**src/spart_pkg.sv**
```systemverilog
package spart_pkg;

    // frame layout.
    localparam int DATA_W     = 24;
    localparam int FRAME_BITS = DATA_W + 2;

    // baud divisor, one bit period is baud + 1 cycles.
    localparam int                BAUD_W     = 16;
    localparam logic [BAUD_W-1:0] BAUD_RESET = 16'd15;

    // register map.
    localparam int                ADDR_W      = 2;
    localparam logic [ADDR_W-1:0] ADDR_TX     = 2'd0;
    localparam logic [ADDR_W-1:0] ADDR_RX     = 2'd1;
    localparam logic [ADDR_W-1:0] ADDR_STATUS = 2'd2;
    localparam logic [ADDR_W-1:0] ADDR_BAUD   = 2'd3;

    // status bit positions.
    localparam int STAT_TX_BUSY  = 0;
    localparam int STAT_RX_VALID = 1;
    localparam int STAT_OVERRUN  = 2;

    typedef enum logic {
        TX_IDLE,
        TX_SHIFT
    } tx_state_t;

    typedef enum logic [1:0] {
        RX_IDLE,
        RX_SHIFT,
        RX_STOP
    } rx_state_t;

endpackage

```
**src/spart_baud_timer.sv**
```systemverilog
module spart_baud_timer (
    input  logic                         clk,
    input  logic                         rst_n,
    input  logic                         restart,
    input  logic [spart_pkg::BAUD_W-1:0] baud,
    output logic                         mid_tick,
    output logic                         end_tick
);
    import spart_pkg::*;

    // divisor in use for the current frame.
    logic [BAUD_W-1:0] div;
    logic [BAUD_W-1:0] count;
    logic [BAUD_W-1:0] mid_point;

    // new divisor only takes hold on a restart.
    always_ff @(posedge clk, negedge rst_n) begin
        if (!rst_n) begin
            div <= BAUD_RESET;
        end else if (restart) begin
            div <= baud;
        end
    end

    // reloads itself at zero so periods run back to back.
    always_ff @(posedge clk, negedge rst_n) begin
        if (!rst_n) begin
            count <= BAUD_RESET;
        end else if (restart) begin
            count <= baud;
        end else if (count == '0) begin
            count <= div;
        end else begin
            count <= count - 1'b1;
        end
    end

    // half the divisor rounded up, i.e. baud/2 cycles after the reload.
    assign mid_point = div - (div >> 1);

    assign mid_tick = (count == mid_point);
    assign end_tick = (count == '0);

endmodule

```
**src/spart_tx.sv**
```systemverilog
module spart_tx (
    input  logic                         clk,
    input  logic                         rst_n,
    input  logic                         tx_start,
    input  logic [spart_pkg::DATA_W-1:0] tx_data,
    input  logic [spart_pkg::BAUD_W-1:0] baud,
    output logic                         txd,
    output logic                         tx_busy
);
    import spart_pkg::*;

    localparam int CNT_W = $clog2(FRAME_BITS);

    tx_state_t             state;
    logic [FRAME_BITS-1:0] shift_reg;
    logic [CNT_W-1:0]      bit_cnt;
    logic                  load;
    logic                  last_bit;
    logic                  end_tick;

    assign load     = (state == TX_IDLE) && tx_start;
    assign last_bit = (bit_cnt == CNT_W'(FRAME_BITS - 1));

    spart_baud_timer baud_timer_i (
        .clk      (clk),
        .rst_n    (rst_n),
        .restart  (load),
        .baud     (baud),
        .mid_tick (),
        .end_tick (end_tick)
    );

    always_ff @(posedge clk, negedge rst_n) begin
        if (!rst_n) begin
            state   <= TX_IDLE;
            bit_cnt <= '0;
        end else begin
            case (state)
                TX_IDLE: begin
                    if (tx_start) begin
                        state   <= TX_SHIFT;
                        bit_cnt <= '0;
                    end
                end
                TX_SHIFT: begin
                    if (end_tick) begin
                        // stop bit has just run out.
                        if (last_bit) begin
                            state <= TX_IDLE;
                        end
                        bit_cnt <= bit_cnt + 1'b1;
                    end
                end
                default: begin
                    state <= TX_IDLE;
                end
            endcase
        end
    end

    // line idles high, so the register fills with ones.
    always_ff @(posedge clk, negedge rst_n) begin
        if (!rst_n) begin
            shift_reg <= '1;
        end else if (load) begin
            shift_reg <= {1'b1, tx_data, 1'b0};
        end else if ((state == TX_SHIFT) && end_tick) begin
            shift_reg <= {1'b1, shift_reg[FRAME_BITS-1:1]};
        end
    end

    assign txd     = shift_reg[0];
    assign tx_busy = (state == TX_SHIFT);

endmodule

```
**src/spart_rx.sv**
```systemverilog
module spart_rx (
    input  logic                         clk,
    input  logic                         rst_n,
    input  logic                         rxd,
    input  logic [spart_pkg::BAUD_W-1:0] baud,
    output logic [spart_pkg::DATA_W-1:0] rx_word,
    output logic                         rx_done
);
    import spart_pkg::*;

    localparam int CNT_W = $clog2(DATA_W + 1);

    rx_state_t         state;
    logic              rxd_meta;
    logic              rxd_sync;
    logic              rxd_prev;
    logic              fall;
    logic              restart;
    logic              mid_tick;
    logic [CNT_W-1:0]  bit_cnt;
    logic [DATA_W-1:0] data_reg;

    // two-flop synchronizer plus one more for edge detect.
    always_ff @(posedge clk, negedge rst_n) begin
        if (!rst_n) begin
            rxd_meta <= 1'b1;
            rxd_sync <= 1'b1;
            rxd_prev <= 1'b1;
        end else begin
            rxd_meta <= rxd;
            rxd_sync <= rxd_meta;
            rxd_prev <= rxd_sync;
        end
    end

    assign fall    = rxd_prev && !rxd_sync;
    assign restart = (state == RX_IDLE) && fall;

    spart_baud_timer baud_timer_i (
        .clk      (clk),
        .rst_n    (rst_n),
        .restart  (restart),
        .baud     (baud),
        .mid_tick (mid_tick),
        .end_tick ()
    );

    // bit_cnt 0 is the start bit, 1..DATA_W are data bits.
    always_ff @(posedge clk, negedge rst_n) begin
        if (!rst_n) begin
            state   <= RX_IDLE;
            bit_cnt <= '0;
            rx_done <= 1'b0;
        end else begin
            rx_done <= 1'b0;
            case (state)
                RX_IDLE: begin
                    if (fall) begin
                        state   <= RX_SHIFT;
                        bit_cnt <= '0;
                    end
                end
                RX_SHIFT: begin
                    if (mid_tick) begin
                        if ((bit_cnt == '0) && rxd_sync) begin
                            // start bit gone by mid-bit, so a glitch.
                            state <= RX_IDLE;
                        end else begin
                            if (bit_cnt == CNT_W'(DATA_W)) begin
                                state <= RX_STOP;
                            end
                            bit_cnt <= bit_cnt + 1'b1;
                        end
                    end
                end
                RX_STOP: begin
                    if (mid_tick) begin
                        state   <= RX_IDLE;
                        rx_done <= rxd_sync;
                    end
                end
                default: begin
                    state <= RX_IDLE;
                end
            endcase
        end
    end

    // lsb arrives first and ends up at bit 0.
    always_ff @(posedge clk) begin
        if ((state == RX_SHIFT) && mid_tick && (bit_cnt != '0)) begin
            data_reg <= {rxd_sync, data_reg[DATA_W-1:1]};
        end
    end

    assign rx_word = data_reg;

endmodule

```
**src/spart_regs.sv**
```systemverilog
module spart_regs (
    input  logic                         clk,
    input  logic                         rst_n,
    input  logic [spart_pkg::ADDR_W-1:0] addr,
    input  logic                         wr,
    input  logic                         rd,
    input  logic [spart_pkg::DATA_W-1:0] wdata,
    output logic [spart_pkg::DATA_W-1:0] rdata,
    output logic [spart_pkg::BAUD_W-1:0] baud,
    output logic                         tx_start,
    output logic [spart_pkg::DATA_W-1:0] tx_data,
    input  logic                         tx_busy,
    input  logic                         rx_done,
    input  logic [spart_pkg::DATA_W-1:0] rx_word
);
    import spart_pkg::*;

    logic              wr_tx;
    logic              wr_baud;
    logic              rd_rx;
    logic              rd_status;
    logic              rx_valid;
    logic              overrun;
    logic [DATA_W-1:0] rx_buf;
    logic [DATA_W-1:0] status;

    // also drop a write that lands while a start pulse is in flight.
    assign wr_tx     = wr && (addr == ADDR_TX) && !tx_busy && !tx_start;
    assign wr_baud   = wr && (addr == ADDR_BAUD);
    assign rd_rx     = rd && (addr == ADDR_RX);
    assign rd_status = rd && (addr == ADDR_STATUS);

    always_ff @(posedge clk, negedge rst_n) begin
        if (!rst_n) begin
            tx_start <= 1'b0;
        end else begin
            tx_start <= wr_tx;
        end
    end

    always_ff @(posedge clk) begin
        if (wr_tx) begin
            tx_data <= wdata;
        end
    end

    always_ff @(posedge clk, negedge rst_n) begin
        if (!rst_n) begin
            baud <= BAUD_RESET;
        end else if (wr_baud) begin
            baud <= wdata[BAUD_W-1:0];
        end
    end

    always_ff @(posedge clk) begin
        if (rx_done) begin
            rx_buf <= rx_word;
        end
    end

    // a new word beats a read in the same cycle.
    always_ff @(posedge clk, negedge rst_n) begin
        if (!rst_n) begin
            rx_valid <= 1'b0;
        end else if (rx_done) begin
            rx_valid <= 1'b1;
        end else if (rd_rx) begin
            rx_valid <= 1'b0;
        end
    end

    // a word arriving while the last one still waits is an overrun.
    always_ff @(posedge clk, negedge rst_n) begin
        if (!rst_n) begin
            overrun <= 1'b0;
        end else if (rx_done && rx_valid) begin
            overrun <= 1'b1;
        end else if (rd_status) begin
            overrun <= 1'b0;
        end
    end

    always_comb begin
        status                = '0;
        status[STAT_TX_BUSY]  = tx_busy;
        status[STAT_RX_VALID] = rx_valid;
        status[STAT_OVERRUN]  = overrun;
    end

    // read data holds until the next rd.
    always_ff @(posedge clk, negedge rst_n) begin
        if (!rst_n) begin
            rdata <= '0;
        end else if (rd) begin
            case (addr)
                ADDR_RX:     rdata <= rx_buf;
                ADDR_STATUS: rdata <= status;
                ADDR_BAUD:   rdata <= DATA_W'(baud);
                default:     rdata <= '0;
            endcase
        end
    end

endmodule

```
**src/spart_top.sv**
```systemverilog
module spart_top (
    input  logic                         clk,
    input  logic                         rst_n,
    input  logic [spart_pkg::ADDR_W-1:0] addr,
    input  logic                         wr,
    input  logic                         rd,
    input  logic [spart_pkg::DATA_W-1:0] wdata,
    output logic [spart_pkg::DATA_W-1:0] rdata,
    input  logic                         rxd,
    output logic                         txd
);
    import spart_pkg::*;

    logic [BAUD_W-1:0] baud;
    logic              tx_start;
    logic [DATA_W-1:0] tx_data;
    logic              tx_busy;
    logic              rx_done;
    logic [DATA_W-1:0] rx_word;

    spart_regs regs_i (
        .clk      (clk),
        .rst_n    (rst_n),
        .addr     (addr),
        .wr       (wr),
        .rd       (rd),
        .wdata    (wdata),
        .rdata    (rdata),
        .baud     (baud),
        .tx_start (tx_start),
        .tx_data  (tx_data),
        .tx_busy  (tx_busy),
        .rx_done  (rx_done),
        .rx_word  (rx_word)
    );

    // both directions share the divisor but keep their own timers.
    spart_tx tx_i (
        .clk      (clk),
        .rst_n    (rst_n),
        .tx_start (tx_start),
        .tx_data  (tx_data),
        .baud     (baud),
        .txd      (txd),
        .tx_busy  (tx_busy)
    );

    spart_rx rx_i (
        .clk      (clk),
        .rst_n    (rst_n),
        .rxd      (rxd),
        .baud     (baud),
        .rx_word  (rx_word),
        .rx_done  (rx_done)
    );

endmodule

```
**config.mk**
```make
export PLATFORM = sky130hd
export DESIGN_NAME = spart_top
export DESIGN_NICKNAME = d
export VERILOG_FILES = /design/src/spart_pkg.sv /design/src/spart_baud_timer.sv /design/src/spart_tx.sv /design/src/spart_rx.sv /design/src/spart_regs.sv /design/src/spart_top.sv
export SDC_FILE = /design/constraint.sdc
export NUM_CORES = 1
export LEC_CHECK = 0
export BUFFER_PORTS_ARGS = -buffer_cell sky130_fd_sc_hd__buf_2
export CORE_UTILIZATION = 55
export CTS_CLUSTER_SIZE = 12
export DETAILED_ROUTE_END_ITERATION = 8
export PLACE_DENSITY = 0.76
export SLEW_MARGIN = 20
export SYNTH_ARGS = -nofsm -noshare
export SYNTH_HDL_FRONTEND = slang
export SYNTH_SLANG_ARGS = --single-unit
```
**constraint.sdc**
```tcl
create_clock -name clk -period 3.56 [get_ports clk]
set_input_delay 0.356 -clock clk [delete_from_list [all_inputs] [get_ports clk]]
set_output_delay 0.356 -clock clk [all_outputs]
set_load 0.02 [all_outputs]
```
# After elaboration in Yosys (flattened, before gate mapping)
# Cells that the tools add are included.
[classes]
add_sub_neg = 5
reduce_logical = 30
n_mux = 30
n_eq_ne = 15
bitwise_logic = 1
[ops]
columns = ["operator", "n"]
rows = [
  ["one-hot mux 24 bit (3 select lines)", 1],
  ["two-way mux 16 bit", 4],
  ["two-way mux 26 bit", 2],
  ["logical NOT 16 bit", 2],
  ["subtractor 16 x 1 -> 16 bit, second input constant", 2],
  ["two-way mux 5 bit", 5],
  ["one-hot mux 5 bit (2 select lines)", 2],
  ["== test 16 bit", 1],
  ["subtractor 16 x 15 -> 16 bit", 1],
  ["logical AND 1 bit", 14],
  ["adder 5 x 1 -> 5 bit, second input constant", 2],
  ["== test 5 bit, second input constant", 2],
  ["two-way mux 2 bit", 5],
  ["two-way mux 1 bit", 9],
  ["AND reduction 4 bit", 2],
  ["nonzero test 2 bit", 4],
  ["== test 2 bit, second input constant", 3],
  ["inequality test 2 x 1 -> 1 bit, second input constant", 3],
  ["inequality test 2 bit, second input constant", 3],
  ["one-hot mux 2 bit (3 select lines)", 1],
  ["logical NOT 5 bit", 1],
  ["nonzero test 5 bit", 1],
  ["== test 2 x 1 -> 1 bit, second input constant", 2],
  ["logical NOT 2 bit", 2],
  ["5 further kinds", 7],
]
[word_totals]
out_inout_bits = 25
register_bits = 222
input_bits = 31

# Logic depth before layout (Yosys ltp)
[depth]
ltp_word = 5
ltp_mapped = 11
depth_no_buf = 11

# Cells and area by module
# Synthesis repeated with hierarchy kept, for this count alone.
[hier_totals]
cells_unflattened = 1029
area_unflattened_um2 = 11190.7
[by_module_without_submodules]
columns = ["mod", "n_inst", "seq_area_each_um2", "cells_each", "area_each_um2"]
rows = [
  ["spart_regs", 1, 2522.4, 173, 3293.2],
  ["spart_baud_timer at rx_i.baud_timer_i", 1, 810.8, 320, 2627.5],
  ["spart_baud_timer at tx_i.baud_timer_i", 1, 810.8, 314, 2549.9],
  ["spart_tx", 1, 807.0, 151, 1462.7],
  ["spart_rx", 1, 999.7, 71, 1257.5],
]

# Least setup slack after synthesis
# No wires, ideal clock.
[synth_timing]
path_type = "register -> register"
start = "register rx_i.baud_timer_i.div[11]"
end = "register rx_i.data_reg[0] (netlist: rx_i.rx_word[0]), enable pin"
path_stages_with_launch = 11
setup_slack_ns = -0.266
period_less_slack_ns = 3.826
t_arrival_ns = 3.421
cell_sequence = "dfrtp_1 -> ha_1 -> buf_2 -> a21o_1 -> a31oi_1 -> o21ai_0 -> a211o_1 -> a2111oi_0 -> nand4_1 -> nand4bb_1 -> nor2_1"
[synth_via]
elab_chain_cells = 4
[synth_rtl]
columns = ["element", "line", "text"]
rows = [
  ["start: declaration", "spart_baud_timer.sv:12", "logic [BAUD_W-1:0] div;"],
  ["start signal: assignment", "spart_baud_timer.sv:21", "div <= baud;"],
  ["subtractor 16 x 15 -> 16 bit", "spart_baud_timer.sv:39", "assign mid_point = div - (div >> 1);"],
  ["== test 16 bit", "spart_baud_timer.sv:41", "assign mid_tick = (count == mid_point);"],
  ["logical AND 1 bit (2 in series)", "spart_rx.sv:91", "if ((state == RX_SHIFT) && mid_tick && (bit_cnt != '0)) begin"],
  ["end signal: assignment", "spart_rx.sv:92", "data_reg <= {rxd_sync, data_reg[DATA_W-1:1]};"],
  ["end: declaration", "spart_rx.sv:21", "logic [DATA_W-1:0] data_reg;"],
]
# No other way between the ends.
# A chain may end at the register's enable or synchronous reset.

# Worst setup path after layout
[layout_timing]
start = "register rx_i.baud_timer_i.div[12]"
end = "register rx_i.data_reg[17] (netlist: rx_i.rx_word[17]), enable pin"
# Same word-level chain as after synthesis.

==> flow_summary_export.csv <==
group,metric,value,unit
run_status,status,"finished clean",
final_layout,antenna_cells,0,
yosys,synth_top_family_by_area,"simple AND/OR/NAND/NOR gates",
setup_path,crit_type,"reg2reg",
routing,drc_errors,0,
final_layout,layout_common_cells,"nand2_1, dfrtp_1, edfxtp_1",
global_routing,grt_antenna_before_repair,0,
run,drv_cap,0,
clocking,clk_latency,520,ps
final_layout,layout-drive-gt1-share,0.179,
final_layout,final_area,11500,um^2
setup_path,slowest_stage,"a2111oi_0",
pwr,power_density,862,nW/um^2
floorplanning,die_y,138,um
clocking,clkTransAtPathRegs,60,ps
setup_path,critPathCaptureType,"flip-flop",
sta,hold_ws,15.8,ps
placement,port_buffers,55,
yosys,synth_top_flop_cell,"dfrtp_1",
sta,hold_viol,0,
setup_path,crit_family,"compound AO/OA/AOI/OAI gates",
final_layout,layout.cells.most_common,"nand2_1",
routing,wl,22.8,mm
pwr,peakVddDrop,0.630,mV
global_routing,grt_pass1_wl,37.5,mm
setup_path,worstPathCellList,"inv_1, ha_1, a21o_1, a31oi_2, o21ai_0, a211o_1, a2111oi_0, nand4_1, nand4bb_1, nor2_2, buf_12",
yosys,synth_mux_area_frac,0.0387,
setup_path,critPathRequiredTime,3770,ps
setup_path,critPathLaunchType,"flip-flop",
global_routing,grt_usage,0.244,
setup_path,crit_fanout,24,
clocking,post-cts-setup-buffers,0,
sta,rsz0062_at_grt,"false",
clocking,cts_num_sinks,221,
final_layout,largest_register_ffs,25,
setup_path,slowest_delay,440,ps
placement,place_area,10700,um^2
global_routing,grt_pass1_vias,7243,
clocking,cts_buffers,24,
yosys,synth.avg_cell_area,10.7,um^2
routing,dr.pass1.iters,7,
routing,ant_nets,0,
routing,viasPerCell,5.78,
sta,setup_viol,0,
setup_path,path_buf_inv,2,
yosys,synth_compound_area_frac,0.128,
yosys,synth_area,10200,um^2
pwr,p_total,0.00990,W
yosys,synthArstFlopShare,0.674,
final_layout,fillCellCount,1403,
final_layout,area_growth,12.8,%
floorplanning,start_util,0.565,
sta,worstMarginPinSlew,1030,ps
yosys,synth.net_count,1005,
final_layout,layout.nets,1065,
clocking,ctsRootBufferMaster,"clkbuf_16",
floorplanning,ios,56,
placement,place_hpwl,15.0,mm
sta,setup_tns,0,ps
yosys,synth_edf_count,72,
floorplanning,die_area,19100,um^2
routing,routedWlPerCell,18.1,um
yosys,yosysSeqAreaShare,0.585,
global_routing,grt_max_degree,88,
sta,fmax,0.298,GHz
sta,period_minus_slack,3360,ps
setup_path,cp.arrival,3570,ps
yosys,ys_warn_count,0,
yosys,ys_ff_latch,221,
clocking,cts.htree.levels,1,
yosys,synth_fa_ha_area_frac,0.0302,
final_layout,multi_input_area,3890,um^2
yosys,yosys.cell_types.count,70,
routing,drtIter0Drc,533,
pwr,p_leak,4.91,nW
floorplanning,rows,49,
clocking,cts_tree,"done",
clocking,clock_path_buffers,3,
sta,clock_skew,15.3,ps
yosys,synthXorXnorAreaFrac,0.0343,
sta,min_period_over_period,0.943,
sta,final-max-slew-violation-count,0,
placement,gp_congestion,0.934,
routing,vias,7266,
yosys,synthSimpleGateAreaFrac,0.149,
final_layout,stdcell_count,1257,
yosys,syn_inst,950,
global_routing,grt-ovfl-total,0,
floorplanning,die-width,138,um
min_path,hp-class,"in2reg",
floorplanning,core_area,18000,um^2
final_layout,layout.area.seq,5950,um^2
sta,slew_headroom,0.316,
placement,dp_cells,1208,
[Yosys cell counts (13+ instances only)]
cell	number	area [um^2]
nor3_1	13	65.1
o21ai_1	25	125
dfstp_2	48	1260
nand3_1	20	100
nor2_1	55	206
mux2i_1	18	180
o21ai_0	66	330
xor2_1	14	123
inv_1	49	184
dfrtp_1	101	2530
clkbuf_1	34	128
xnor2_1	24	210
edfxtp_1	72	2160
ha_1	23	288
o22ai_1	15	93.8
a21oi_1	27	135
mux2_2	18	203
a31oi_1	27	169
nand2_1	171	642
[power by group]
group          internal (W)  leakage, nW  switching [W]
registers           0.00335         2.44       0.000574
clock network       0.00127        0.347       0.000982
logic               0.00160         2.12        0.00212
[repair_timing]
item	CTS	global route
hold buffers	5	0
hold endpoints to repair	59	0
gates resized for setup	0	1
endpoints found under the setup margin	0	24
[through the flow]
stage	setup slack, ps	util
2_1_floorplan	106	-
3_3_place_gp	379	0.595
3_5_place_dp	224	0.595
4_1_cts	205	0.637
5_1_grt	27.9	0.637
6_report	202	0.637
[metal layers]
layer / wire length [um] / track usage / vias up
li1: - / - / 3475
met1: 10100 / 0.338 / 3530
met2: 10700 / 0.397 / 215
met3: 1350 / 0.0419 / 46
met4: 628 / 0.0752 / 0
met5: 0 / 0 / -
[final timing paths]
check	cells past startpoint	slack, ps	end	startpoint
max in group asynchronous	3	2160	rx_i.baud_timer_i.count[1]$_DFF_PN1_	rst_n
min in group asynchronous	2	470	tx_i.baud_timer_i.count[15]$_DFF_PN0_	rst_n
worst max register to register	11	200	rx_i.rx_word[17]$_DFFE_PP_	rx_i.baud_timer_i.div[12]$_DFFE_PN0P_
worst min register to register	0	350	rx_i.rxd_sync$_DFF_PN1_	rx_i.rxd_meta$_DFF_PN1_
worst max-delay path	11	200	rx_i.rx_word[17]$_DFFE_PP_	rx_i.baud_timer_i.div[12]$_DFFE_PN0P_
worst min-delay path	1	20	regs_i.tx_data[20]$_DFFE_PP_	wdata[20]
[logic make-up after synthesis]
group	after synthesis
buffers and inverters	91
AOI/OAI and AO/OA	210
and+or+nand+nor	328
xor gates and xnor gates	39
DFF	221
adders and majority gates	24
muxes	37
[area by class of cell]
| cell class | instances | area share |
|---|---|---|
| clock inverters | 9 | 0.00490 |
| multi-input cells | 638 | 0.339 |
| repair buffers | 76 | 0.0404 |
| inverters | 49 | 0.0160 |
| well taps | 229 | 0.0249 |
| flip-flops and latches | 221 | 0.518 |
| clock buffers | 35 | 0.0567 |
No activity file was read; power rests on OpenSTA's default activity.
